### src/verilog/wb_pkg.sv
/*
 * Write-back staging buffer shared definitions.
 * Address widths, the data word and the dual-view word address.
 */

`default_nettype none

package wb_pkg;

	//////////////////////////////////////////////////////////////////////
	// Address geometry
	//////////////////////////////////////////////////////////////////////

	localparam int LINE_AW = 6;                 // 64 lines in the local copy.
	localparam int WORD_OW = 2;                 // 4 words in every line.
	localparam int WORD_AW = LINE_AW + WORD_OW; // Flat word address, 256 words.

	typedef logic [31:0] word_t;                // One data word.
	typedef logic [LINE_AW-1:0] line_addr_t;    // Line address as kept in the dirty set.

	// Line and word fields of a word address, line in the upper bits.
	typedef struct packed {
		line_addr_t line;                       // Selects the line.
		logic [WORD_OW-1:0] word;               // Selects the word inside the line.
	} line_word_t;

	// The RAM indexes by the flat view; the dirty logic reads the split view.
	typedef union packed {
		logic [WORD_AW-1:0] flat;               // Flat word index into the line RAM.
		line_word_t lw;                         // Line and word pair.
	} word_addr_u;

endpackage

`default_nettype wire

### src/verilog/ram_port_if.sv
/*
 * Request bundle from one master to the shared line RAM.
 */

`timescale 1ns/10ps
`default_nettype none

interface ram_port_if import wb_pkg::*; ();

	logic req;          // Master asks for the RAM this cycle.
	logic we;           // Write when high, read when low.
	word_addr_u addr;   // Word address of the access.
	word_t wdata;       // Write data.
	word_t rdata;       // Read data, one cycle after a granted read.
	logic gnt;          // Same-cycle grant from the arbiter.

	// The master owns the request side.
	modport master (output req, output we, output addr, output wdata,
		input rdata, input gnt);

	// The arbiter sees the request and answers with grant and data.
	modport arbiter (input req, input we, input addr, input wdata,
		output rdata, output gnt);

endinterface

`default_nettype wire

### src/verilog/host_port.sv
/*
 * Host side of the buffer.
 * Turns store and load strobes into RAM accesses and marks lines dirty.
 */

`timescale 1ns/10ps
`default_nettype none

module host_port import wb_pkg::*; (
	input  logic CLK,
	input  logic rst_i,
	input  logic st_valid_i,          // Store strobe.
	input  word_addr_u st_addr_i,     // Store word address.
	input  word_t st_data_i,          // Store data.
	input  logic ld_valid_i,          // Load strobe.
	input  word_addr_u ld_addr_i,     // Load word address.
	output logic st_err_o,            // Store was refused, one cycle late.
	output logic ld_valid_o,          // Load data is valid.
	output word_t ld_data_o,          // Load data.
	ram_port_if.master ram,           // Request to the shared RAM.
	output logic dirty_push_o,        // Record the stored line.
	output line_addr_t dirty_addr_o,  // Line of the store.
	input  logic dirty_accept_i       // Dirty set can take the line.
);

	logic st_ok;                      // Store goes ahead.

	assign st_ok = st_valid_i && dirty_accept_i;  // A refused store leaves the RAM alone.

	// One request per strobe, stores write and loads read.
	assign ram.req = st_ok || ld_valid_i;
	assign ram.we = st_ok;
	assign ram.addr = st_valid_i ? st_addr_i : ld_addr_i;
	assign ram.wdata = st_data_i;

	assign dirty_push_o = st_ok;                  // Same cycle as the RAM write.
	assign dirty_addr_o = st_addr_i.lw.line;      // Line field of the word address.

	always_ff @(posedge CLK) begin
		if (rst_i) begin
			st_err_o <= 1'b0;
			ld_valid_o <= 1'b0;
		end else begin
			st_err_o <= st_valid_i && !dirty_accept_i;  // Report the refusal.
			ld_valid_o <= ld_valid_i && ram.gnt;        // Matches the registered read.
		end
	end

	assign ld_data_o = ram.rdata;                 // RAM output already lags by one cycle.

	a_no_st_ld: assert property (@(posedge CLK) disable iff (rst_i)
		!(st_valid_i && ld_valid_i))
		else $error("host_port: store and load in the same cycle");

endmodule

`default_nettype wire

### src/flat_wrapper.sv
// flat-port wrapper written by rule: the top's interface ports become plain ports
module host_port_flat import wb_pkg::*;
  (CLK, rst_i, st_valid_i, st_addr_i, st_data_i, ld_valid_i, ld_addr_i, st_err_o, ld_valid_o, ld_data_o, dirty_push_o, dirty_addr_o, dirty_accept_i, ram_req, ram_we, ram_addr, ram_wdata, ram_rdata, ram_gnt);
  ram_port_if ram_i ();
  input  logic CLK;
  input  logic rst_i;
  input  logic st_valid_i;
  input  word_addr_u st_addr_i;
  input  word_t st_data_i;
  input  logic ld_valid_i;
  input  word_addr_u ld_addr_i;
  output logic st_err_o;
  output logic ld_valid_o;
  output word_t ld_data_o;
  output logic dirty_push_o;
  output line_addr_t dirty_addr_o;
  input  logic dirty_accept_i;
  output wire logic [$bits(ram_i.req)-1:0] ram_req;
  output wire logic [$bits(ram_i.we)-1:0] ram_we;
  output wire logic [$bits(ram_i.addr)-1:0] ram_addr;
  output wire logic [$bits(ram_i.wdata)-1:0] ram_wdata;
  input wire logic [$bits(ram_i.rdata)-1:0] ram_rdata;
  input wire logic [$bits(ram_i.gnt)-1:0] ram_gnt;
  assign ram_req = ram_i.req;
  assign ram_we = ram_i.we;
  assign ram_addr = ram_i.addr;
  assign ram_wdata = ram_i.wdata;
  assign ram_i.rdata = ram_rdata;
  assign ram_i.gnt = ram_gnt;
  host_port u_core (.CLK(CLK), .rst_i(rst_i), .st_valid_i(st_valid_i), .st_addr_i(st_addr_i), .st_data_i(st_data_i), .ld_valid_i(ld_valid_i), .ld_addr_i(ld_addr_i), .st_err_o(st_err_o), .ld_valid_o(ld_valid_o), .ld_data_o(ld_data_o), .ram(ram_i), .dirty_push_o(dirty_push_o), .dirty_addr_o(dirty_addr_o), .dirty_accept_i(dirty_accept_i));
endmodule
### config.mk
export PLATFORM = sky130hd
export DESIGN_NAME = host_port_flat
export DESIGN_NICKNAME = d
export VERILOG_FILES = /design/src/verilog/wb_pkg.sv /design/src/verilog/ram_port_if.sv /design/src/verilog/host_port.sv /design/src/flat_wrapper.sv
export SDC_FILE = /design/constraint.sdc
export NUM_CORES = 1
export LEC_CHECK = 0
export ABC_CLOCK_PERIOD_IN_PS = 1100
export BUFFER_PORTS_ARGS = -buffer_cell sky130_fd_sc_hd__buf_2
export CORE_AREA = 2 2 65 67
export CTS_CLUSTER_DIAMETER = 120
export CTS_CLUSTER_SIZE = 24
export DETAILED_ROUTE_END_ITERATION = 8
export DIE_AREA = 0 0 67 69
export PLACE_DENSITY_LB_ADDON = 0.2
export SYNTH_ARGS = -nofsm -noshare
export SYNTH_HDL_FRONTEND = slang
export SYNTH_SLANG_ARGS = --single-unit
### constraint.sdc
create_clock -name CLK -period 1.1 [get_ports CLK]
set_clock_uncertainty 0.05 [all_clocks]
set_input_delay 0.22 -clock CLK [delete_from_list [all_inputs] [get_ports CLK]]
set_output_delay 0.22 -clock CLK [all_outputs]
set_load 0.02 [all_outputs]
==> key figures, run 1 <==
Outcome
  – Status: finished with violations
  – Failing checks: negative setup slack

Floorplan
  – Die width: 67 µm
  – Row Count: 23
  – DIE AREA: 4620 µm²
  – I/O pin total: 169
  – Die height: 69 µm
  – Core Region: 3910 µm²
  – Initial Util: 0.189

Timing
  – Fin. max-slew vios: 0
  – Slew @ Worst Pin: 104 ps
  – Hold Fails Final Rpt: 0
  – Crit path time final: 1150 ps
  – Setup ws final: -53.3 ps
  – Fmax: 0.867 GHz
  – Final hold slack: 141 ps
  – RSZ-0062 raised after global routing: yes
  – Final setup vio count: 7
  – Period utilisation layout: 1.05
  – Slew margin rel.: 0.931

Yosys
  – Largest cells by area after synthesis: buf_4 (72%), mux2_4 (14%), dfxtp_1 (5.4%)
  – Mapped Area: 738 µm²
  – Leading area contributor after synthesis: buf_4
  – Sequential share of the synthesized area: 0.0542
  – Syn avg cell area: 8.58 µm²
  – Yosys reg bits: 2
  – Synth unique cells: 9
  – Share of the synthesized area in the top cell type: 0.722
  – YS warnings: 0
  – Mapped Cells: 86
  – Net Count, Synth: 172

GRT
  – Initial antenna violation count: 0
  – Vias in the first global route: 379
  – Gr ovfl total: 0
  – GRT Util Overall: 0.0667
  – Largest net degree at the start of global routing: 6
  – First-pass GRT wire length: 2210 µm

CTS
  – Htree depth: 1
  – CTS clock-pin slew for the worst setup and hold paths: 30 ps
  – Clk buf depth: 2
  – Setup Buffers After CTS: 0
  – CTS Buf Count: 3
  – Clk sinks: 2
  – CTS tree: done
  – Post-CTS Hold Buffers: 0
  – CTS Root Cell: clkbuf_8

Worst setup path
  – Worst setup EP type: primary output
  – Worst Setup Path Type: input pin to primary output
  – Arr. time, crit path: 880 ps
  – Largest fanout on the critical path: 5
  – Worst path required time: 830 ps
  – Startpoint Class: input pin

Routing
  – Drt total wl: 1610 µm
  – Iteration count of the initial detailed-routing pass: 2
  – Routed vias/inst: 3.50
  – Via count: 382
  – Final ANT Viol Nets: 0
  – DRT iter0 DRCs: 10
  – Drt drc: 0
  – Wirelength per Cell: 14.8 µm

Place
  – Buffers on Ports: 40
  – Post-Place Worst Slack: -110 ps
  – GP Congestion: 0.609

Finish
  – Fin nets: 147
  – Area growth from synthesis to layout: -18.1%
  – Fill count: 466
  – Antenna diodes: 0
  – Share of layout cells above drive strength 1: 0.949
  – Final core occ: 0.154

Run
  – Max-Cap Viols: 0

Power and ir drop
  – PwrDens: 1010 nW/µm²
  – Maximum vdd drop: 199 µV
  – P_leak: 0.321 nW
  – Total power: 0.000612 W

Hold path
  – Hold Crit Class: input pin to register
==> cells in the final DEF (no fill, tap or decap) <==
cell and count:
buf_12 2, dfxtp_1 2, buf_6 7, buf_16 1, and3b_1 1, clkbuf_8 3, a21o_2 1, mux2_4 7
mux2_2 1, nor3b_2 1, and2_2 1, buf_2 32
==> routing by layer <==
metal | routed length [µm] | GRT usage | up-vias
met5 | 0 | 0 | -
met4 | 99 | 0.0703 | 0
met3 | 327 | 0.0506 | 22
met2 | 811 | 0.109 | 51
met1 | 374 | 0.0424 | 162
li1 | - | - | 147
==> where the power goes <==
| part | leakage, nW | total (W) | internal [W] | switching [W] |
|---|---|---|---|---|
| Clock | 0.0216 | 0.000284 | 0.000231 | 0.0000531 |
| Combinational | 0.283 | 0.000251 | 0.000140 | 0.000112 |
| Sequential | 0.0164 | 0.0000766 | 0.0000761 | 0.000000486 |
==> final cells by class <==
type | count | area (µm²) | area share
well taps | 50 | 62.6 | 0.104
flip-flops and latches | 2 | 40.0 | 0.0663
repair buffers | 42 | 307 | 0.507
multi-input cells | 12 | 154 | 0.255
clock buffers | 3 | 41.3 | 0.0683
==> stage by stage <==
| stage | TNS (ps) | std cells | instance area, µm² |
|---|---|---|---|
| 2_1_floorplan | 0 | 86 | 738 |
| 3_3_place_gp | -724 | 105 | 477 |
| 3_5_place_dp | -755 | 105 | 477 |
| 4_1_cts | -381 | 109 | 604 |
| 5_1_grt | -451 | 109 | 604 |
| 6_report | -354 | 109 | 604 |
==> logic make-up after synthesis <==
logic type,count (synthesis),synth area share
AOI/OAI and AO/OA,1,0.0119
DFF,2,0.0542
muxes,8,0.158
and+or+nand+nor,3,0.0390
buffers and inverters,72,0.737
==> Yosys cell counts <==
cell / count
mux2_4: 7
nor3b_2: 1
and3b_1: 1
dfxtp_1: 2
buf_6: 1
buf_4: 71
a21o_2: 1
mux2_2: 1
and2_2: 1
==> registers in the layout (all words and copies together) (netlist names) <==
register	flops
u_core.ld_valid_o	1
u_core.st_err_o	1
==> final timing paths <==
path / start / end / slack (ps) / cells past startpoint
max: st_valid_i / ram_addr[4] / -50 / 4
min: rst_i / u_core.st_err_o / 140 / 2
==> critical path: stages <==
cell    delay [ps]
buf_12         110
buf_12         120
mux2_4         290
buf_6          130
==> what timing repair did <==
item	4_1_cts	5_1_grt
setup endpoints to repair	8	7
cloned	1	0
gates resized for setup	19	0
No activity file was read; power rests on OpenSTA's default activity.
==> run 2, diff against run 1 <==
--- a/config.mk
+++ b/config.mk
@@ -6,7 +6,7 @@
 export NUM_CORES = 1
 export LEC_CHECK = 0
 export ABC_CLOCK_PERIOD_IN_PS = 1100
-export BUFFER_PORTS_ARGS = -buffer_cell sky130_fd_sc_hd__buf_2
+export BUFFER_PORTS_ARGS = -buffer_cell sky130_fd_sc_hd__buf_4
 export CORE_AREA = 2 2 65 67
 export CTS_CLUSTER_DIAMETER = 120
 export CTS_CLUSTER_SIZE = 24
==> key figures, run 2 (synthesis results as in run 1) <==
Outcome
  – Status: finished clean

CTS
  – CTS tree: done
  – Clk buf depth: 2
  – Htree depth: 1
  – Clk sinks: 2
  – CTS clock-pin slew for the worst setup and hold paths: 30 ps
  – CTS Buf Count: 3
  – CTS Root Cell: clkbuf_8

GRT
  – Initial antenna violation count: 0
  – GRT Util Overall: 0.0625
  – First-pass GRT wire length: 2150 µm
  – Vias in the first global route: 391
  – Gr ovfl total: 0
  – Largest net degree at the start of global routing: 12

Finish
  – Fin nets: 145
  – Share of layout cells above drive strength 1: 0.947
  – Post-Layout Cell Count: 107
  – Antenna diodes: 0
  – Top flop regs: u_core.ld_valid_o: 1 flops, u_core.st_err_o: 1 flops
  – Most frequent cells in the layout: buf_4 (38), mux2_4 (8), clkbuf_8 (3), dfxtp_1 (2)
  – Area growth from synthesis to layout: -16.3%
  – Commonest non-fill, non-tap cell in the layout: buf_4

Timing
  – Fin. max-slew vios: 0
  – Hold Fails Final Rpt: 0
  – Setup TNS: 0 ps
  – Crit path time final: 1070 ps
  – Slew @ Worst Pin: 105 ps
  – Period utilisation layout: 0.973
  – Fmax: 0.934 GHz
  – Slew margin rel.: 0.930
  – RSZ-0062 raised after global routing: no
  – Final setup vio count: 0

Routing
  – Routed vias/inst: 3.45
  – Wirelength per Cell: 14.5 µm
  – Drt drc: 0
  – Iteration count of the initial detailed-routing pass: 2
  – Final ANT Viol Nets: 0
  – Via count: 369
  – DRT iter0 DRCs: 5
  – Drt total wl: 1550 µm

Worst setup path
  – Critical path's top delay family: buffers and inverters
  – Startpoint Class: input pin
  – Arr. time, crit path: 800 ps
  – Slowest cell delay on critical path: 290 ps
  – CP Cell Sequence: buf_12 -> mux2_4 -> buf_4
  – Worst path required time: 830 ps
  – WP buf/inv: 2
  – Worst-path cell with the longest stage delay: mux2_4
  – Worst Setup Path Type: input pin to primary output
  – Largest fanout on the critical path: 11
  – Worst setup EP type: primary output

Hold path
  – Hold Crit Class: input pin to register
  – Hold Crit Depth: 2
  – Worst Hold Path EP: u_core.st_err_o
  – Min-Delay Startpoint: rst_i

Floorplan
  – Die height: 69 µm
  – Initial Util: 0.189
  – Die width: 67 µm
  – Core Region: 3910 µm²
  – Row Count: 23
  – I/O pin total: 169
  – DIE AREA: 4620 µm²

Run
  – Max-Cap Viols: 0

Power and ir drop
  – Maximum vdd drop: 243 µV
  – PwrDens: 989 nW/µm²
  – P_leak: 0.322 nW

Place
  – Buffers on Ports: 40
  – Placed insts: 104
  – GP Congestion: 0.581
-- run 2: how the worst max path moves through the flow --
stage	end	depth (start not counted)	slack [ps]	start
floorplan	ram_we	3	100	st_valid_i
global placement	ram_addr[6]	3	-90	st_valid_i
detailed placement	ram_addr[6]	3	-100	st_valid_i
CTS	ram_addr[6]	3	10	st_valid_i
global route	ram_addr[4]	3	10	st_valid_i
finish	ram_addr[4]	3	30	st_valid_i
-- run 2: area by class of cell --
type                            count  area, µm²
Multi-Input combinational cell     12        158
Sequential cell                     2       40.0
Timing Repair Buffer               40        317
Tap cell                           50       62.6
Fill cell                         460       3300
Clock buffer                        3       41.3
-- run 2: power by group --
group | switching (W) | internal, W | leakage (nW)
logic | 0.000105 | 0.000146 | 0.284
registers | 0.000000850 | 0.0000762 | 0.0164
clock network | 0.0000522 | 0.000231 | 0.0216
total | 0.000158 | 0.000453 | 0.322
-- run 2: what timing repair did --
action                     in CTS  in global routing
hold endpoints to repair        0                  0
hold buffers                    0                  0
setup endpoints to repair       8                  1
gates resized for setup         4                  1
buffers inserted                0                  0
-- run 2: through the flow --
step	power [W]	hold slack (ps)	instance area, µm²	setup WS [ps]	utilization
after global routing	0.000653	125	618	14.6	0.158
after floorplan	0.000552	239	738	104	-
final	0.000611	131	618	29.3	0.158
after global placement	0.000326	344	557	-91.1	0.142
after CTS	0.000625	128	614	12.4	0.157
after detailed placement	0.000324	346	557	-99.3	0.142
-- run 2: metal layers --
metal,track usage,vias up,share of wire
li1,-,139,-
met1,0.0444,157,0.25
met2,0.0957,51,0.46
met3,0.0506,22,0.22
met4,0.0635,0,0.064
met5,0,-,0
