### src/verilog/wb_pkg.sv
/*
 * Write-back staging buffer shared definitions.
 * Address widths, the data word and the dual-view word address.
 */

`default_nettype none

package wb_pkg;

	//////////////////////////////////////////////////////////////////////
	// Address geometry
	//////////////////////////////////////////////////////////////////////

	localparam int LINE_AW = 6;                 // 64 lines in the local copy.
	localparam int WORD_OW = 2;                 // 4 words in every line.
	localparam int WORD_AW = LINE_AW + WORD_OW; // Flat word address, 256 words.

	typedef logic [31:0] word_t;                // One data word.
	typedef logic [LINE_AW-1:0] line_addr_t;    // Line address as kept in the dirty set.

	// Line and word fields of a word address, line in the upper bits.
	typedef struct packed {
		line_addr_t line;                       // Selects the line.
		logic [WORD_OW-1:0] word;               // Selects the word inside the line.
	} line_word_t;

	// The RAM indexes by the flat view; the dirty logic reads the split view.
	typedef union packed {
		logic [WORD_AW-1:0] flat;               // Flat word index into the line RAM.
		line_word_t lw;                         // Line and word pair.
	} word_addr_u;

endpackage

`default_nettype wire

### src/verilog/dirty_block.sv
/*
 * Dirty line address set without duplicates.
 * New lines fill the lowest free slot, pops drain the lowest valid slot.
 */

`timescale 1ns/10ps
`default_nettype none

module dirty_block import wb_pkg::*; #(
	parameter int DP = 8                          // Number of slots.
) (
	input  logic CLK,
	input  logic rst_i,
	input  logic push_i,                          // Record a line as dirty.
	input  line_addr_t addr_i,                    // Line to record.
	output logic accept_o,                        // Line present or a slot free.
	input  logic pop_i,                           // Drop the head line.
	output line_addr_t addr_o,                    // Head line address.
	output logic empty_o,                         // No line is dirty.
	output logic full_o                           // Every slot is taken.
);

	localparam int SW = (DP > 1) ? $clog2(DP) : 1; // Slot index width.

	logic [DP-1:0] valid_q;                       // Slot holds a dirty line.
	line_addr_t slot_addr [DP];                   // Line address per slot.
	logic [DP-1:0] match;                         // Incoming line equals a valid slot.
	logic hit;                                    // Line is already recorded.
	logic [SW-1:0] free_pos;                      // Lowest free slot.
	logic no_free;                                // All slots are valid.
	logic [SW-1:0] head_pos;                      // Lowest valid slot.
	logic no_head;                                // No slot is valid.
	logic insert;                                 // Push of a new line into a free slot.

	//////////////////////////////////////////////////////////////////////
	// Slot search
	//////////////////////////////////////////////////////////////////////

	always_comb begin
		for (int i = 0; i < DP; i++) begin
			match[i] = valid_q[i] && (slot_addr[i] == addr_i); // Only valid slots count.
		end
	end

	assign hit = |match;                          // Merge instead of storing twice.

	lzp #(.CW(DP)) u_free_lzp (
		.in_i   (~valid_q),                       // Free slots are the cleared bits.
		.pos_o  (free_pos),
		.all0_o (no_free)
	);

	lzp #(.CW(DP)) u_head_lzp (
		.in_i   (valid_q),                        // The head is the lowest valid slot.
		.pos_o  (head_pos),
		.all0_o (no_head)
	);

	assign accept_o = hit || !no_free;            // A store may proceed.
	assign insert = push_i && !hit && !no_free;   // Only new lines take a slot.
	assign addr_o = slot_addr[head_pos];          // Head address for the drain.
	assign empty_o = no_head;
	assign full_o = no_free;

	//////////////////////////////////////////////////////////////////////
	// Slot update
	//////////////////////////////////////////////////////////////////////

	always_ff @(posedge CLK) begin
		if (rst_i) begin
			valid_q <= '0;                        // Set starts empty.
		end else begin
			if (pop_i) begin
				valid_q[head_pos] <= 1'b0;        // Retire the drained line.
			end
			if (insert) begin
				valid_q[free_pos] <= 1'b1;        // Free slot differs from the head slot.
			end
		end
	end

	always_ff @(posedge CLK) begin
		if (insert) begin
			slot_addr[free_pos] <= addr_i;        // Address is only meaningful while valid.
		end
	end

	// The drain must only pop what is there.
	a_no_pop_empty: assert property (@(posedge CLK) disable iff (rst_i)
		pop_i |-> !empty_o)
		else $error("dirty_block: pop while the set is empty");

	// The host port must hold back any store the set refused.
	a_no_push_refused: assert property (@(posedge CLK) disable iff (rst_i)
		push_i |-> accept_o)
		else $error("dirty_block: push while accept is low");

endmodule

`default_nettype wire

### src/verilog/lzp.sv
/*
 * Priority encoder giving the position of the lowest set bit.
 * Used to pick free and valid slots of the dirty set.
 */

`timescale 1ns/10ps
`default_nettype none

module lzp #(
	parameter int CW = 8,                        // Width of the input vector.
	localparam int PW = (CW > 1) ? $clog2(CW) : 1  // Width of the position.
) (
	input  logic [CW-1:0] in_i,   // Bits to search.
	output logic [PW-1:0] pos_o,  // Index of the lowest set bit.
	output logic all0_o           // No bit set at all.
);

	// Scan from the top down so that the lowest set bit is written last.
	always_comb begin
		pos_o = '0;                               // Position zero when nothing is set.
		for (int i = CW - 1; i >= 0; i--) begin
			if (in_i[i]) begin
				pos_o = PW'(i);                   // Lower hits override higher ones.
			end
		end
	end

	assign all0_o = ~|in_i;                       // Empty input flag.

endmodule

`default_nettype wire

### config.mk
export PLATFORM = sky130hd
export DESIGN_NAME = dirty_block
export DESIGN_NICKNAME = d
export VERILOG_FILES = /design/src/verilog/wb_pkg.sv /design/src/verilog/dirty_block.sv /design/src/verilog/lzp.sv
export SDC_FILE = /design/constraint.sdc
export NUM_CORES = 1
export LEC_CHECK = 0
export BUFFER_PORTS_ARGS = -buffer_cell sky130_fd_sc_hd__buf_4
export CAP_MARGIN = 40
export CORE_MARGIN = 2
export CORE_UTILIZATION = 50
export DETAILED_ROUTE_END_ITERATION = 10
export PLACE_DENSITY = 0.7
export SETUP_SLACK_MARGIN = 0.2
export SLEW_MARGIN = 5
export SYNTH_ARGS = -nofsm -noshare
export SYNTH_HDL_FRONTEND = slang
export SYNTH_SLANG_ARGS = --single-unit
### constraint.sdc
create_clock -name CLK -period 5.25 [get_ports CLK]
set_clock_uncertainty 0.15 [all_clocks]
set_input_delay 1.3125 -clock CLK [delete_from_list [all_inputs] [get_ports CLK]]
set_output_delay 1.3125 -clock CLK [all_outputs]
set_load 0.05 [all_outputs]
==> summary.md, run 1 <==
| Metric | Value |
|---|---|
| WS Path Type | `flop to output port` |
| Core Region | `slightly below 6000 sq um` |
| DR vias | `between 2000 and 2500` |
| PnR worst setup slack | `just over 800 ps` |
| Clock share of power | `a little under a third` |
| Final min period | `between 4000 and 5000 ps` |
| GP Congestion | `0.877` |
| Max-slew headroom | `between 40 and 50%` |
| Yosys Warn Count | `0` |
| CP endpoint kind | `output port` |
| Final setup fails | `0` |
| Final Total Pwr | `between 0.0009 and 0.001 W` |
| Worst-margin pin slew | `~770 ps` |
| Row count | `28` |
| DR WL/cell | `19.6 microns` |
| CP Launch Type | `flop` |
| Pwr dens | `between 200 and 300 nW/um^2` |
| Sequential share of the synthesized area | `a little over half` |
| Yosys top cell area share | `a little under half` |
| Antenna violations before repair | `0` |
| Fmax | `between 200 and 250 MHz` |
| DIE HEIGHT | `between 80 and 90 microns` |
| Fin. Hold Viols | `0` |
| Cell taking the most area after synthesis | `edfxtp_1` |
| Sequential power share | `55.3%` |
| Mapped Cells | `between 200 and 250` |
| Largest net degree at the start of global routing | `18` |
| Die area | `around 6600 sq um` |
| Synthesized Nets | `259` |
| Number of synthesized register bits | `56` |
| Vias in the first global route | `2040` |
| Clock buffer count from CTS | `5` |
| Static leakage | `about 1.1 nW` |
| Routed Antenna Nets | `0` |
| Library cells used by synthesis | `41` |
| Clock tree root driver cell | `clkbuf_8` |
| Share of cells above drive strength 1 | `a little over an eighth` |
| Critical Path RT | `around 3800 ps` |
| Die X | `between 80 and 90 microns` |
| DR pass1 iterations | `4` |
| Post-route setup TNS | `0 ps` |
| Pins Over Slew Limit | `0` |
| DRC viols | `0` |
| Peak supply drop | `about 0.18 mV` |
| Outcome | `complete, no violations` |
| CTS H-tree lvls | `2` |
| Combinational power share | `about 13%` |
| Net Switching | `between 0.0002 and 0.00025 W` |
| Drt via density | `6.06` |
| Max-cap check violation count | `0` |
| Bufs on Longest Clock Path | `2` |
| Pre-CTS WS | `approximately 1000 ps` |
| DRT iter0 DRCs | `160` |
| Async S/R FF share, synth | `0%` |
| Worst Path Max Fanout | `14` |
| Sw frac | `about 25%` |
| P_int | `between 0.0006 and 0.0007 W` |
| Gr ovfl total | `0` |
| Ports | `19` |
| Clock sinks | `56` |
| Global-route wire length before repair | `~10 mm` |
| P&R area growth vs syn | `8.37%` |
| Largest cells by area after synthesis | `edfxtp_1 48%, xnor2_1 7.0%, xor2_1 7.0%` |
| Hold Crit Class | `flop to flop` |
| # hold bufs at CTS | `0` |
| Post-detail-place hpwl | `~4.8 mm` |
| Finished Core Util | `a little under three fifths` |
| Placed Instances | `about 330` |
| Final net count | `270` |
| WP data arrival | `2960 ps` |
| Reg clk slew, reported paths | `around 100 ps` |
| Avg Cell Area, Syn | `between 10 and 15 sq um` |
| CTS tree | `built` |
| Reg2reg setup slack | `about 2300 ps` |
| Post-CTS Setup Inserts | `0` |
| Post-synth EDFFs | `48` |
| Layout filler cell count | `500` |
| Non-filler instance count after layout | `approximately 340` |
| Total GRT Usage | `21.4%` |
| Top_reg_cell synth | `edfxtp_1` |
| Worst-Skew Late Latency | `around 320 ps` |
| # port buffers | `18` |
| RSZ-0062 raised after global routing | `no` |
| Post-CTS resize count | `0` |
| Antenna cell count | `0` |
| Initial Utilization | `between 50% and 60%` |
| Mapped cell area | `~3000 sq um` |
| Drt total wl | `around 6.6 mm` |
| Crit share post-route | `a little over four fifths` |
-- critical path: stages (launching register included) --
cell and delay [ps]:
dfxtp_1 470, nor4_2 550, a21boi_1 540, nor3_1 250
a221oi_1 420, o221ai_1 190, buf_4 220
-- cells in the final DEF (no fill, tap or decap), drive strengths merged --
master,count
nor4,11
and3,1
xnor2,24
o211ai,2
and2,2
nand2b,2
dfxtp,8
a21oi,2
a41oi,2
o21ai,5
o31ai,6
inv,6
o22a,1
a221oi,6
clkbuf,6
buf,20
o41a,1
a21boi,2
o311ai,2
or4b,3
edfxtp,48
o221ai,5
xor2,24
bufinv,1
nand2,11
nor2,14
nand3b,1
nand4,8
o21bai,1
mux2i,18
nor3,10
nand3,8
-- per-stage QoR --
step           area, sq um  hold slack, ps
2_1_floorplan         3000             345
3_3_place_gp          3140             414
3_5_place_dp          3140             410
4_1_cts               3250             424
5_1_grt               3250             439
6_report              3250             423
-- cell type report --
cell class              count  area [sq um]  share of cell area (%)
repair buffers             20           148                    4.54
clock buffers               6          72.6                    2.23
multi-input cells         172          1280                    39.4
clock inverters             2          38.8                    1.19
flip-flops and latches     56          1600                    49.2
inverters                   5          18.8                   0.577
well taps                  75          93.8                    2.88
-- final timing paths --
check	start	to	depth (start not counted)
worst min register to register	valid_q[7]	valid_q[7]	2
worst min-delay path	valid_q[7]	valid_q[7]	2
worst max register to register	slot_addr[4][3]	slot_addr[7][3]	7
worst max-delay path	valid_q[0]	addr_o[5]	6
-- registers in the layout (all words and copies together) (netlist names) --
name	count
slot_addr	48
valid_q	8
-- cells by family (layout without fill, tap and decap cells) --
family / after synthesis / count (layout) / share of synthesized area (%)
xor+xnor: 48 / 48 / 14.0
simple gates: 71 / 71 / 13.2
buf+inv: 21 / 33 / 4.12
compound gates: 35 / 35 / 9.29
flops: 56 / 56 / 53.3
mux: 18 / 18 / 6.00
-- per-layer routing --
layer	up-vias	track usage, %	part of all wire (%)
met5	-	0	0
met4	0	7.63	1.3
met3	10	3.41	5.6
met2	65	34.1	48
met1	1001	29.7	45
li1	960	-	-
-- power by group through the flow --
stage	sequential (W)	clock, W	combinational (W)
global route	0.000500	0.000308	0.000125
finish	0.000499	0.000288	0.000116
floorplan	0.000505	0	0.0000878
global placement	0.000508	0	0.000115
CTS	0.000498	0.000290	0.000117
detailed placement	0.000509	0	0.000116
-- Yosys cell counts (2+ instances only) --
master    number
nor3_1        10
clkbuf_1       6
inv_1          5
nor2_1        14
buf_2          3
a41oi_1        2
a21oi_1        2
and2_1         2
nor4_1         9
o21ai_0        4
o31ai_1        4
nand2_1       11
o311ai_0       2
o211ai_1       2
xor2_1        24
dfxtp_1        8
a221oi_1       6
or4b_2         2
buf_6          5
nand3_1        7
o31ai_2        2
edfxtp_1      48
nand2b_1       2
mux2i_1       18
nand4_1        8
o221ai_1       5
xnor2_1       24
No activity file was read; power rests on OpenSTA's default activity.
==> inputs of run 2 (changes only) <==
Clock period 5.25 ns to 4.15 ns, I/O delays scaled along.
==> summary.md, run 2 (synthesis gave the netlist of run 1 again) <==
| Metric | Value |
|---|---|
| Outcome | `complete, no violations` |
| Hold Crit Class | `flop to flop` |
| Critical R2R Launch | `valid_q[7]` |
| Peak supply drop | `approximately 0.17 mV` |
| Final min period | `between 3000 and 4000 ps` |
| Gr ovfl total | `0` |
| Clock sinks | `56` |
| Worst-Skew Late Latency | `between 300 and 400 ps` |
| Bufs on Longest Clock Path | `2` |
| CP Launch Type | `flop` |
| CTS tree | `built` |
| DRT iter0 DRCs | `approximately 170` |
| Fin. Hold Viols | `0` |
| Share of cells above drive strength 1 | `between 10% and 20%` |
| Pwr dens | `346 nW/um^2` |
| Clock tree root driver cell | `clkbuf_8` |
| Top reg by flops | `slot_addr` |
| # port buffers | `18` |
| Reg clk slew, reported paths | `~110 ps` |
| Crit share post-route | `90.9%` |
| Max-slew headroom | `a little under two fifths` |
| Ports | `19` |
| Slowest stage delay, CP | `roughly 550 ps` |
| Drt via density | `slightly above 6` |
| Max-cap check violation count | `0` |
| Largest net degree at the start of global routing | `18` |
| Most frequent cells in the layout | `48 x edfxtp_1, 24 x xor2_1, 24 x xnor2_1, 23 x buf_4, 18 x mux2i_1` |
| Most common cell after layout, fill and taps aside | `edfxtp_1` |
| CP endpoint kind | `output port` |
| Beginning of the worst hold path | `valid_q[7]` |
| Row count | `28` |
| Global-route wire length before repair | `~11 mm` |
| RSZ-0062 raised after global routing | `no` |
| Core Region | `about 5900 sq um` |
| Post-CTS Setup Inserts | `0` |
| Clock buffer count from CTS | `5` |
| PnR worst setup slack | `approximately 380 ps` |
| DR vias | `around 2100` |
| CTS H-tree lvls | `2` |
| Final net count | `around 270` |
| DR pass1 iterations | `4` |
| Max reg flops | `48` |
| GP Congestion | `0.908` |
| Die X | `roughly 80 microns` |
| Antenna violations before repair | `0` |
| Antenna cell count | `0` |
| Fmax | `between 200 and 300 MHz` |
| Layout filler cell count | `493` |
| Crit. Startpoint | `valid_q[5]` |
| Static leakage | `approximately 1.1 nW` |
| CP max stage cell | `dfxtp_1` |
| Drt total wl | `7.10 mm` |
| Post-route setup TNS | `0 ps` |
| DIE HEIGHT | `about 81 microns` |
| Worst Path Max Fanout | `12` |
| Post-detail-place hpwl | `just over 5 mm` |
| Worst-margin pin slew | `920 ps` |
| Pins Over Slew Limit | `0` |
| Initial Utilization | `between 50% and 60%` |
| Largest regs | `slot_addr x48, valid_q x8` |
| Die area | `between 6000 and 7000 sq um` |
| DR WL/cell | `between 20 and 25 microns` |
| Final setup fails | `0` |
| Worst path cell trace | `inv_1 > a21oi_1 > o21bai_1 > a21oi_4 > nor3_1 > a221oi_1 > o221ai_1 > buf_4` |
| Total GRT Usage | `between 20% and 30%` |
| WS Path Type | `flop to output port` |
| Pre-CTS WS | `~430 ps` |
| Critical Path RT | `around 3000 ps` |
| P&R area growth vs syn | `10.8%` |
| DRC viols | `0` |
| Routed Antenna Nets | `0` |
| WP data arrival | `2590 ps` |
| Vias in the first global route | `roughly 2000` |
-- run 2: cell types whose count changed in the layout (fill, tap and decap cells not counted), sizes merged --
cell,change
clkinv,+1
buf,+4
inv,-1
clkbuf,-1
clkinvlp,+1
-- run 2: path summary, 6_finish.rpt --
check | end | slack [ps] | depth (start not counted)
worst max-delay path | addr_o[0] | 380 | 8
worst min-delay path | valid_q[7] | 480 | 2
worst max register to register | slot_addr[4][2] | 1220 | 7
worst min register to register | valid_q[7] | 480 | 2
-- run 2: timing repair --
action | 4_1_cts | 5_1_grt
resized for setup | 0 | 3
endpoints found under the setup margin | 0 | 6
hold buffers | 0 | 0
-- run 2: area by class of cell --
type,instances,area [sq um],area share (%)
tap,75,93.8,2.82
inverter,5,18.8,0.564
sequential,56,1600,48.1
clock buffer,5,68.8,2.07
clock inverter,3,42.5,1.28
timing repair buffer,24,193,5.79
multi-input combinational,172,1310,39.3
-- run 2: where the power goes --
part	internal, W	switching [W]
registers	0.000620	0.00000832
clock network	0.000179	0.000184
logic	0.0000575	0.000103
-- run 2: worst max-delay path: cells and delay by family, from the launching register on --
| family | cells | cell delay [ps] |
|---|---|---|
| compound gates | 5 | 1190 |
| buf+inv | 2 | 350 |
| flops | 1 | 550 |
| simple gates | 1 | 160 |
-- run 2: layer usage --
metal  track usage, %  part of all wire [%]
met3             3.52                   5.9
met1             35.3                    47
met5                0                     0
met2             33.9                    45
met4             7.97                   1.6
-- run 2: per-stage QoR --
step | std cells | power [W] | hold WS, ps | instance area [sq um] | utilization (%)
after floorplan | 249 | 0.000749 | 345 | 3010 | -
after global placement | 332 | 0.000797 | 427 | 3190 | 54.6
after detailed placement | 332 | 0.000798 | 452 | 3190 | 54.6
after CTS | 340 | 0.00115 | 467 | 3310 | 56.5
after global routing | 340 | 0.00119 | 509 | 3330 | 56.9
final | 340 | 0.00115 | 479 | 3330 | 56.9
