--- config.mk ---
export PLATFORM = sky130hd
export DESIGN_NAME = writeback_engine_flat
export DESIGN_NICKNAME = d
export VERILOG_FILES = /design/src/verilog/wb_pkg.sv /design/src/verilog/ram_port_if.sv /design/src/verilog/writeback_engine.sv /design/src/flat_wrapper.sv
export SDC_FILE = /design/constraint.sdc
export NUM_CORES = 1
export LEC_CHECK = 0
export ABC_AREA = 1
export BUFFER_PORTS_ARGS = -buffer_cell sky130_fd_sc_hd__buf_2
export CORE_ASPECT_RATIO = 1.75
export CORE_MARGIN = 2
export CORE_UTILIZATION = 32
export DETAILED_ROUTE_END_ITERATION = 16
export GPL_TIMING_DRIVEN = 0
export PLACE_DENSITY = 0.8
export SLEW_MARGIN = 20
export SYNTH_ARGS = -nofsm -noshare
export SYNTH_HDL_FRONTEND = slang
export SYNTH_SLANG_ARGS = --single-unit
export TNS_END_PERCENT = 20
--- constraint.sdc ---
create_clock -name CLK -period 1.35 [get_ports CLK]
set_input_delay 0.2025 -clock CLK [delete_from_list [all_inputs] [get_ports CLK]]
set_output_delay 0.2025 -clock CLK [all_outputs]
set_load 0.1 [all_outputs]
--- src/verilog/wb_pkg.sv ---
/*
 * Write-back staging buffer shared definitions.
 * Address widths, the data word and the dual-view word address.
 */

`default_nettype none

package wb_pkg;

	//////////////////////////////////////////////////////////////////////
	// Address geometry
	//////////////////////////////////////////////////////////////////////

	localparam int LINE_AW = 6;                 // 64 lines in the local copy.
	localparam int WORD_OW = 2;                 // 4 words in every line.
	localparam int WORD_AW = LINE_AW + WORD_OW; // Flat word address, 256 words.

	typedef logic [31:0] word_t;                // One data word.
	typedef logic [LINE_AW-1:0] line_addr_t;    // Line address as kept in the dirty set.

	// Line and word fields of a word address, line in the upper bits.
	typedef struct packed {
		line_addr_t line;                       // Selects the line.
		logic [WORD_OW-1:0] word;               // Selects the word inside the line.
	} line_word_t;

	// The RAM indexes by the flat view; the dirty logic reads the split view.
	typedef union packed {
		logic [WORD_AW-1:0] flat;               // Flat word index into the line RAM.
		line_word_t lw;                         // Line and word pair.
	} word_addr_u;

endpackage

`default_nettype wire

--- src/verilog/ram_port_if.sv ---
/*
 * Request bundle from one master to the shared line RAM.
 */

`timescale 1ns/10ps
`default_nettype none

interface ram_port_if import wb_pkg::*; ();

	logic req;          // Master asks for the RAM this cycle.
	logic we;           // Write when high, read when low.
	word_addr_u addr;   // Word address of the access.
	word_t wdata;       // Write data.
	word_t rdata;       // Read data, one cycle after a granted read.
	logic gnt;          // Same-cycle grant from the arbiter.

	// The master owns the request side.
	modport master (output req, output we, output addr, output wdata,
		input rdata, input gnt);

	// The arbiter sees the request and answers with grant and data.
	modport arbiter (input req, input we, input addr, input wdata,
		output rdata, output gnt);

endinterface

`default_nettype wire

--- src/verilog/writeback_engine.sv ---
/*
 * Write-back engine.
 * On flush, reads every dirty line word by word and sends it out.
 */

`timescale 1ns/10ps
`default_nettype none

module writeback_engine import wb_pkg::*; (
	input  logic CLK,
	input  logic rst_i,
	input  logic flush_i,             // Start a drain.
	ram_port_if.master ram,           // Read requests to the shared RAM.
	input  line_addr_t dirty_addr_i,  // Head line of the dirty set.
	input  logic dirty_empty_i,       // No line left to drain.
	output logic dirty_pop_o,         // Retire the head line.
	output logic wb_valid_o,          // Write-back word strobe.
	output word_addr_u wb_addr_o,     // Write-back word address.
	output word_t wb_data_o,          // Write-back word data.
	output logic flush_done_o         // Drain finished.
);

	typedef enum logic [1:0] {
		S_IDLE,                       // Waiting for a flush.
		S_READING,                    // Issuing reads of dirty lines.
		S_DRAINING                    // Waiting for the last word to return.
	} state_t;

	state_t state_q;
	state_t state_d;
	logic [WORD_OW-1:0] word_cnt_q;   // Next word of the head line.
	word_addr_u rd_addr;              // Address of the current read.
	logic rd_fire;                    // Read granted this cycle.
	logic pend_valid_q;               // A read returns this cycle.
	word_addr_u pend_addr_q;          // Address of the returning read.

	//////////////////////////////////////////////////////////////////////
	// Read issue
	//////////////////////////////////////////////////////////////////////

	always_comb begin
		rd_addr.lw.line = dirty_addr_i;           // Head line.
		rd_addr.lw.word = word_cnt_q;             // Word counter picks the word.
	end

	assign ram.req = (state_q == S_READING) && !dirty_empty_i;  // Held until granted.
	assign ram.we = 1'b0;                         // The drain only reads.
	assign ram.addr = rd_addr;
	assign ram.wdata = '0;
	assign rd_fire = ram.req && ram.gnt;
	assign dirty_pop_o = rd_fire && (&word_cnt_q); // Last word of the line granted.

	//////////////////////////////////////////////////////////////////////
	// State machine
	//////////////////////////////////////////////////////////////////////

	always_comb begin
		state_d = state_q;
		case (state_q)
			S_IDLE: begin
				if (flush_i) begin
					state_d = S_READING;          // Flushes are only taken here.
				end
			end
			S_READING: begin
				if (dirty_empty_i) begin
					state_d = S_DRAINING;         // Nothing left to read.
				end
			end
			S_DRAINING: begin
				if (!pend_valid_q) begin
					state_d = S_IDLE;             // Last word has gone out.
				end
			end
			default: state_d = S_IDLE;
		endcase
	end

	always_ff @(posedge CLK) begin
		if (rst_i) begin
			state_q <= S_IDLE;
			word_cnt_q <= '0;
			pend_valid_q <= 1'b0;
		end else begin
			state_q <= state_d;
			if (rd_fire) begin
				word_cnt_q <= word_cnt_q + WORD_OW'(1); // Wraps to zero after the fourth word.
			end
			pend_valid_q <= rd_fire;              // One read in flight per grant.
		end
	end

	// Return register pairs the address with the data a cycle later.
	always_ff @(posedge CLK) begin
		if (rd_fire) begin
			pend_addr_q <= rd_addr;
		end
	end

	assign wb_valid_o = pend_valid_q;
	assign wb_addr_o = pend_addr_q;
	assign wb_data_o = ram.rdata;                 // Registered RAM output.
	assign flush_done_o = (state_q == S_DRAINING) && !pend_valid_q; // Single pulse.

endmodule

`default_nettype wire
--- src/flat_wrapper.sv ---
// flat-port wrapper written by rule: the top's interface ports become plain ports
module writeback_engine_flat import wb_pkg::*;
  (CLK, rst_i, flush_i, dirty_addr_i, dirty_empty_i, dirty_pop_o, wb_valid_o, wb_addr_o, wb_data_o, flush_done_o, ram_req, ram_we, ram_addr, ram_wdata, ram_rdata, ram_gnt);
  ram_port_if ram_i ();
  input  logic CLK;
  input  logic rst_i;
  input  logic flush_i;
  input  line_addr_t dirty_addr_i;
  input  logic dirty_empty_i;
  output logic dirty_pop_o;
  output logic wb_valid_o;
  output word_addr_u wb_addr_o;
  output word_t wb_data_o;
  output logic flush_done_o;
  output wire logic [$bits(ram_i.req)-1:0] ram_req;
  output wire logic [$bits(ram_i.we)-1:0] ram_we;
  output wire logic [$bits(ram_i.addr)-1:0] ram_addr;
  output wire logic [$bits(ram_i.wdata)-1:0] ram_wdata;
  input wire logic [$bits(ram_i.rdata)-1:0] ram_rdata;
  input wire logic [$bits(ram_i.gnt)-1:0] ram_gnt;
  assign ram_req = ram_i.req;
  assign ram_we = ram_i.we;
  assign ram_addr = ram_i.addr;
  assign ram_wdata = ram_i.wdata;
  assign ram_i.rdata = ram_rdata;
  assign ram_i.gnt = ram_gnt;
  writeback_engine u_core (.CLK(CLK), .rst_i(rst_i), .flush_i(flush_i), .ram(ram_i), .dirty_addr_i(dirty_addr_i), .dirty_empty_i(dirty_empty_i), .dirty_pop_o(dirty_pop_o), .wb_valid_o(wb_valid_o), .wb_addr_o(wb_addr_o), .wb_data_o(wb_data_o), .flush_done_o(flush_done_o));
endmodule
==> impl_metrics.ini, run 1 <==
[synthesis]
ys_seq_area_frac = 0.3325
ys.flop_type = edfxtp_1
synth.most_common_cell = buf_4
synth_edf_count = 8
synth_common_cells = buf_4 (71), edfxtp_1 (8), nor2_1 (7)
yosysWarnings = 0
synth.avg_cell_area_um2 = 8.978
synth_area_leaders = buf_4 (52%), edfxtp_1 (23%), dfxtp_1 (9.8%)
ys_ff_latch = 13
syn-instance-count = 114
yosys.area.top_type = buf_4
synth_cell_type_count = 16
async_reset_ff_frac = 0
synth_top_area_frac = 0.5208
synth_area_mm2 = 0.001023

[detailed_routing]
drt_wl_total_mm = 2.168
first_pass_iters = 4
vias = 910
drc = 0
final_antenna_net_count = 0
routedWlPerCell_um = 8.469
dr.first_iter.drc_count = 2
avgViaCountPerCell = 3.555

[floorplanning]
die-area_mm2 = 0.003685
core.rowCount = 27
die_y_um = 78.82
die_w_um = 46.75
start_util = 0.3293
io_pins = 128
core_mm2 = 0.003108

[worst_setup_path]
critPathLaunch = u_core.state_q[1]$_SDFFE_PP0P_
crit_slowest_cell = dfxtp_2
rr_startpoint = u_core.state_q[1]$_SDFFE_PP0P_
cp_max_fo = 3
cp.arrival_ns = 1.19
end_kind = output pin
r2r_end = u_core.wb_addr_o[1]$_DFFE_PP_
path_depth = 6
cp.required_ns = 1.15
path_cells = inv_4 -> nand3_4 -> nor2_4 -> inv_2 -> nor2_4 -> buf_12
path_buf_inv = 3
cpPeakStageDelay_ns = 0.34
worstSetupStartpointType = flip-flop
criticalPathCategory = flip-flop to output pin
rrSetupSlack_ns = 0.25
ff2ff_path_depth = 4
crit_family = flip-flops
crit_path_frequent_cell = nor2_4
endpoint = dirty_pop_o

[clock_network]
htreeDepth = 1
clkSlewWorstSetupHoldPaths_ns = 0.05
clock_path_buffers = 2
cts_inserted_buffers = 3
cts_tree = done
clock_latency_ns = 0.23
cts-root-buf = clkbuf_8
cts.sinks = 13
ctsHoldBuffers = 0

[timing]
finalClockSkew_ns = 0.001980
fin_crit_sh = 1.029
fmax_ghz = 0.7201
period_minus_slack_ns = 1.389
layout_setup_ws_ns = -0.03862
tns_ns = -0.03862
hold_viol_final = 0
holdWs_ns = 0.1569
drv_slew = 0
rsz0062_at_grt = true
setup_viol = 1

[final_layout]
final_cell_area_mm2 = 0.001627
multiInputGateArea_um2 = 262.8
layout-drive-gt1-share = 0.7042
nNetsFinal = 258
antenna_cells = 0
area_growth_pct = 58.92
n_fill_cell = 312
layout.area.seq_um2 = 354.1

[placement]
place_congestion = 0.6997
portBuffers = 62
postPlaceCellArea_mm2 = 0.001550
dp_hpwl_mm = 1.954

[run_status]
status = finished with violations
violations = negative setup slack

[global_routing]
grt_max_degree = 11
antenna_found_initial = 0
grt_pass1_vias = 791
grt_pass1_wl_mm = 3.008
groute.usage.overall = 0.1145
grt_overflow = 0

[worst_hold_path]
min-delay-start = dirty_addr_i[5]
hold_class = input pin to flip-flop

[pwr]
powerDensity_mw_per_mm2 = 1206
ir_worst_vdd_v = 0.0006552
p_leak_nw = 0.9500

[flow_run]
maxCapViolCount = 0
==> repair_timing <==
action,in CTS,in global routing
buffers inserted,1,0
pin swaps,2,0
endpoints found under the setup margin,3,2
gates resized for setup,6,1
==> worst reg2reg max path, cell delays in order, from the launching register on <==
cell and delay (ns):
dfxtp_2 0.34, inv_4 0.08, nand3_4 0.09, nor2_4 0.11, buf_4 0.19
==> worst min path at each step <==
stage / endpoint / slack [ns] / cells after the start
6_report: u_core.wb_addr_o[7]$_DFFE_PP_ / 0.16 / 1
5_1_grt: u_core.wb_addr_o[7]$_DFFE_PP_ / 0.15 / 1
4_1_cts: u_core.wb_addr_o[7]$_DFFE_PP_ / 0.15 / 1
3_5_place_dp: u_core.wb_addr_o[7]$_DFFE_PP_ / 0.40 / 1
3_3_place_gp: u_core.wb_addr_o[7]$_DFFE_PP_ / 0.40 / 1
2_1_floorplan: u_core.state_q[1]$_SDFFE_PP0P_ / 0.26 / 1
==> state kept, by name, indices dropped and copies added, names as in the netlist <==
| signal | flops |
|---|---|
| u_core.state_q | 2 |
| u_core.word_cnt_q | 2 |
| u_core.wb_valid_o | 1 |
| u_core.wb_addr_o | 8 |
==> final cells by class <==
class / count / share of cell area
Buffer: 71 / 0.3277
Sequential cell: 13 / 0.2177
Timing Repair Buffer: 63 / 0.2100
Multi-Input combinational cell: 53 / 0.1615
Tap cell: 43 / 0.03308
Clock buffer: 4 / 0.02769
Inverter: 9 / 0.02231
==> metal layers <==
layer / GRT usage / vias up / share of wire
li1: - / 446 / -
met1: 0.08511 / 357 / 0.28
met2: 0.2319 / 105 / 0.52
met3: 0.02955 / 2 / 0.18
met4: 0.05833 / 0 / 0.011
met5: 0 / - / 0
==> placed cells by master (no fill, tap or decap) <==
master	count
a21oi_2	1
dfxtp_4	3
nand2_1	3
inv_4	1
conb_1	33
clkbuf_1	1
inv_2	2
nor3_4	1
nand3_4	1
edfxtp_1	8
clkbuf_8	3
nor2_4	2
nand3_1	2
buf_2	59
nand4_1	2
dfxtp_2	2
a21oi_1	1
nor2_1	6
buf_4	73
inv_1	6
ha_1	1
buf_6	1
buf_12	1
==> where the power goes <==
part           leakage, nW  internal, W  switching (W)
registers            0.119     0.000430     0.00000921
clock network       0.0228     0.000208       0.000126
logic                0.809     0.000203       0.000985
total                0.950     0.000841        0.00112
==> metrics by stage <==
stage,setup slack [ns],power (W),std cells,util
global route,-0.1112,0.002034,256,0.5233
global placement,-0.2791,0.001625,251,0.4988
CTS,-0.06087,0.001972,256,0.5221
floorplan,-0.1485,0.001546,146,-
detailed placement,-0.2936,0.001631,251,0.4988
finish,-0.03862,0.001962,256,0.5233
==> cells by family (layout without fill, tap and decap cells) <==
| kind of cell | after synthesis | count (layout) | synth area share |
|---|---|---|---|
| flip-flops | 13 | 13 | 0.3325 |
| adder cells (fa/ha/maj) | 1 | 1 | 0.01222 |
| other | 1 | 33 | 0.003664 |
| AND/OR/NAND/NOR | 17 | 17 | 0.08435 |
| AO/OA/AOI/OAI | 2 | 2 | 0.01344 |
| buffers and inverters | 80 | 147 | 0.5538 |
No activity file was read; power rests on OpenSTA's default activity.
==> inputs of run 2 (changes only) <==
Settings changed: ABC_AREA 1 to unset.
==> impl_metrics.ini, run 2 <==
[run_status]
status = finished with violations
violations = negative setup slack

[synthesis]
syn-instance-count = 103
yosys.area.top_type = buf_4
synth_top_area_frac = 0.5240
ys.flop_type = edfxtp_1
synth.avg_cell_area_um2 = 9.876
yosysWarnings = 0
synth.most_common_cell = buf_4
async_reset_ff_frac = 0
ys_seq_area_frac = 0.3346
synth_area_mm2 = 0.001017
synth_common_cells = buf_4 (71), edfxtp_1 (8), dfxtp_1 (5)
synth_cell_type_count = 16
ys_ff_latch = 13
synth_area_leaders = buf_4 (52%), edfxtp_1 (24%), dfxtp_1 (9.8%)
synth_edf_count = 8

[worst_setup_path]
end_kind = output pin
worstSetupStartpointType = flip-flop
ff2ff_path_depth = 3
rrSetupSlack_ns = 0.05
cp_max_fo = 6
cp.required_ns = 1.15
r2r_end = u_core.word_cnt_q[0]$_SDFFE_PP0P_
cp.arrival_ns = 1.23
rr_startpoint = u_core.state_q[1]$_SDFFE_PP0P_
criticalPathCategory = flip-flop to output pin

[clock_network]
clock_latency_ns = 0.23
htreeDepth = 1
cts.sinks = 13
cts-root-buf = clkbuf_8
cts_inserted_buffers = 3
ctsHoldBuffers = 0
clock_path_buffers = 2
cts_tree = done
clkSlewWorstSetupHoldPaths_ns = 0.05

[detailed_routing]
vias = 864
first_pass_iters = 2
avgViaCountPerCell = 3.527
routedWlPerCell_um = 9.237
dr.first_iter.drc_count = 6
drt_wl_total_mm = 2.263
final_antenna_net_count = 0
drc = 0

[global_routing]
grt_overflow = 0
groute.usage.overall = 0.1059
grt_max_degree = 12
grt_pass1_vias = 661
antenna_found_initial = 0
grt_pass1_wl_mm = 2.822

[final_layout]
nNetsFinal = 247
layout_commonest_cell = buf_4
n_fill_cell = 298
final_cell_area_mm2 = 0.001610
area_growth_pct = 58.30
largest_register_ff_count = 8
layout_common_cells = buf_4 (73), buf_2 (59), conb_1 (33), edfxtp_1 (8)
fin_util = 0.5181
antenna_cells = 0
layout-drive-gt1-share = 0.7277

[timing]
finalClockSkew_ns = 0.001139
tns_ns = -0.08245
hold_viol_final = 0
rsz0062_at_grt = true
layout_setup_ws_ns = -0.08245
drv_slew = 0
fmax_ghz = 0.6981
fin_crit_sh = 1.061
setup_viol = 1
period_minus_slack_ns = 1.432

[worst_hold_path]
min-delay-start = dirty_addr_i[0]
hold_class = input pin to flip-flop
holdPathStages = 1
worstHoldEndpoint = u_core.wb_addr_o[2]$_DFFE_PP_

[floorplanning]
core_mm2 = 0.003108
die_y_um = 78.59
io_pins = 128
start_util = 0.3273
die-area_mm2 = 0.003664
core.rowCount = 27
die_w_um = 46.62

[placement]
dp_hpwl_mm = 1.979
portBuffers = 62
postPlaceCellArea_mm2 = 0.001528
place_congestion = 0.6167

[pwr]
powerDensity_mw_per_mm2 = 1202
pwr-share-clk = 0.171
switching_power_w = 0.001098
seq_power_share = 0.225
p_leak_nw = 0.9292
ir_worst_vdd_v = 0.0005610
internal_power_w = 0.0008372
netSwitchingFraction = 0.5673
pwr-share-comb = 0.605

[flow_run]
maxCapViolCount = 0
==> run 2: routing by layer <==
layer,global-route usage,share of wire,up-vias
met5,0,0,-
met1,0.09362,0.29,351
met4,0.03333,0,0
met2,0.2111,0.51,91
met3,0.02529,0.20,0
li1,-,-,422
==> run 2: worst max-delay path by stage <==
stage,to,cells past startpoint,from,slack (ns)
finish,dirty_pop_o,3,u_core.state_q[1]$_SDFFE_PP0P_,-0.08
floorplan,flush_done_o,1,u_core.wb_valid_o$_SDFF_PP0_,-0.18
global route,dirty_pop_o,3,u_core.state_q[1]$_SDFFE_PP0P_,-0.12
detailed placement,dirty_pop_o,3,u_core.state_q[0]$_SDFFE_PP0P_,-0.28
CTS,dirty_pop_o,3,u_core.state_q[1]$_SDFFE_PP0P_,-0.09
global placement,dirty_pop_o,3,u_core.state_q[0]$_SDFFE_PP0P_,-0.26
==> run 2: cells by family (layout without fill, tap and decap cells) <==
kind of cell	count (synthesis)	in the layout	synth area share
adder cells (fa/ha/maj)	1	1	0.01230
buffers and inverters	71	138	0.5240
multiplexers	2	2	0.02460
other	1	33	0.003686
AND/OR/NAND/NOR	13	13	0.08856
AO/OA/AOI/OAI	2	2	0.01230
flip-flops	13	13	0.3346
==> run 2: through the flow <==
stage                     power (W)  setup WS [ns]  std cells  hold WS (ns)
after floorplan            0.001524        -0.1772        135        0.2644
after global placement     0.001602        -0.2632        240        0.3969
after detailed placement   0.001607        -0.2753        240        0.3957
after CTS                  0.001947       -0.08976        245        0.1512
after global routing       0.001995        -0.1160        245        0.1503
final                      0.001935       -0.08245        245        0.1576
==> run 2: power groups by stage <==
| stage | logic [W] | clock network [W] | registers (W) |
|---|---|---|---|
| 2_1_floorplan | 0.00104 | 0 | 0.000484 |
| 3_3_place_gp | 0.00116 | 0 | 0.000443 |
| 3_5_place_dp | 0.00116 | 0 | 0.000444 |
| 4_1_cts | 0.00117 | 0.000345 | 0.000435 |
| 5_1_grt | 0.00120 | 0.000360 | 0.000436 |
| 6_report | 0.00117 | 0.000330 | 0.000435 |
==> run 2: cell type report <==
class	count	area (um2)	area share
buffer	71	533.0	0.3310
sequential	13	356.6	0.2214
timing repair buffer	63	341.6	0.2121
multi-input combinational	51	280.3	0.1740
tap	43	53.80	0.03341
clock buffer	4	45.04	0.02797
==> run 2: worst max-delay path, stage by stage (launching register included) <==
cell and delay (ns):
dfxtp_4 0.36, and4bb_4 0.32, and2_4 0.15, buf_12 0.16
==> run 2: timing repair <==
action                     CTS  global route
setup buffers                1             0
setup endpoints to repair    3             2
pin swaps                    2             0
gates resized for setup     10             1
==> inputs of run 3 (changes only) <==
Settings changed: GPL_TIMING_DRIVEN 0 to unset.
==> impl_metrics.ini, run 3 (synthesis results as in run 2) <==
[run_status]
status = finished with violations
violations = negative setup slack

[floorplanning]
core.rowCount = 27
start_util = 0.3273
core_mm2 = 0.003108
io_pins = 128
die_w_um = 46.62
die-area_mm2 = 0.003664
die_y_um = 78.59

[worst_setup_path]
crit_family = simple AND/OR/NAND/NOR gates
worstSetupStartpointType = flip-flop
r2r_end = u_core.wb_addr_o[3]$_DFFE_PP_
ff2ff_path_depth = 3
cp_max_fo = 2
rr_startpoint = u_core.state_q[1]$_SDFFE_PP0P_
criticalPathCategory = flip-flop to output pin
rrSetupSlack_ns = 0.15
crit_slowest_cell = dfxtp_2
path_depth = 3
path_cells = and4bb_4 -> and2_4 -> buf_12
cp.required_ns = 1.15
critPathLaunch = u_core.state_q[1]$_SDFFE_PP0P_
cp.arrival_ns = 1.16
end_kind = output pin
cpPeakStageDelay_ns = 0.31
path_buf_inv = 1

[timing]
fin_crit_sh = 1.008
period_minus_slack_ns = 1.360
drv_slew = 0
rsz0062_at_grt = true
layout_setup_ws_ns = -0.01032
finalClockSkew_ns = 0.003088
fmax_ghz = 0.7351
holdWs_ns = 0.1583
hold_viol_final = 0
setup_viol = 1

[placement]
portBuffers = 30
postPlaceCellArea_um2 = 902.1
dp_hpwl_mm = 1.348
place_congestion = 0.7120
place_worst_setup_slack_ns = 0.1133

[detailed_routing]
drc = 0
first_pass_iters = 2
avgViaCountPerCell = 3.379
drt_wl_total_mm = 1.592
final_antenna_net_count = 0
dr.first_iter.drc_count = 3
vias = 490
routedWlPerCell_um = 10.98

[pwr]
p_leak_nw = 0.4611
ir_worst_vdd_v = 0.0004153
powerDensity_mw_per_mm2 = 1428

[final_layout]
layout-drive-gt1-share = 0.4510
antenna_cells = 0
largest_register_ff_count = 8
final_cell_area_um2 = 957.2
area_growth_pct = -5.904
layout_commonest_cell = conb_1
layout_common_cells = conb_1 (33), buf_2 (27), edfxtp_1 (8), nand2b_1 (4), buf_4 (4)
n_fill_cell = 339
nNetsFinal = 147

[worst_hold_path]
min-delay-start = dirty_addr_i[3]
worstHoldEndpoint = u_core.wb_addr_o[5]$_DFFE_PP_
hold_class = input pin to flip-flop
holdPathStages = 1

[clock_network]
ctsHoldBuffers = 0
cts_tree = done
htreeDepth = 1
clock_path_buffers = 2
cts.sinks = 13
cts_inserted_buffers = 3
clkSlewWorstSetupHoldPaths_ns = 0.05
clock_latency_ns = 0.23
cts-root-buf = clkbuf_8

[global_routing]
grt_max_degree = 10
grt_overflow = 0
grt_pass1_vias = 393
grt_pass1_wl_mm = 2.097
groute.usage.overall = 0.08425
antenna_found_initial = 0

[flow_run]
maxCapViolCount = 0
run 3: worst max-delay path by stage:
| stage | slack, ns | endpoint |
|---|---|---|
| 5_1_grt | -0.05 | dirty_pop_o |
| 2_1_floorplan | -0.18 | flush_done_o |
| 4_1_cts | -0.05 | dirty_pop_o |
| 6_report | -0.01 | dirty_pop_o |
| 3_5_place_dp | 0.11 | dirty_pop_o |
| 3_3_place_gp | 0.12 | dirty_pop_o |
run 3: per-layer routing:
layer  share of wire  up-vias  track usage  wire (um)
met1            0.29      200      0.07757        462
li1                -      221            -          -
met4           0.041        0      0.06944         65
met5               0        -            0          0
met3            0.21       12      0.03908        341
met2            0.45       57       0.1319        723
run 3: worst register-to-register path: cells and delay by family (launching register included):
family,cells,cell delay [ns]
simple gates,1,0.30
buf+inv,2,0.30
flops,1,0.31
run 3: area by class of cell:
class	instances	area, um2	area share
Tap cell	43	53.80	0.05621
Sequential cell	13	352.8	0.3686
Clock buffer	4	45.04	0.04706
Multi-Input combinational cell	51	280.3	0.2928
Timing Repair Buffer	34	225.2	0.2353
run 3: power breakdown:
part           leakage [nW]  internal [W]  total, W  switching (W)
clock                0.0228      0.000207  0.000330       0.000122
sequential            0.119      0.000427  0.000432     0.00000487
combinational         0.319     0.0000481  0.000605       0.000557
total                 0.461      0.000682   0.00137       0.000685
run 3: per-stage QoR:
stage,cells,power [W],setup TNS (ns),util
2_1_floorplan,135,0.001524,-0.4337,-
3_3_place_gp,140,0.001042,0,0.2903
3_5_place_dp,140,0.001044,0,0.2903
4_1_cts,145,0.001376,-0.05210,0.3076
5_1_grt,145,0.001408,-0.07149,0.3080
6_report,145,0.001367,-0.01032,0.3080
run 3: what timing repair did:
| item | in CTS | in global routing |
|---|---|---|
| setup buffers | 1 | 0 |
| pin swaps | 2 | 1 |
| endpoints found under the setup margin | 1 | 3 |
| hold endpoints to repair | 0 | 0 |
| resized for setup | 1 | 1 |
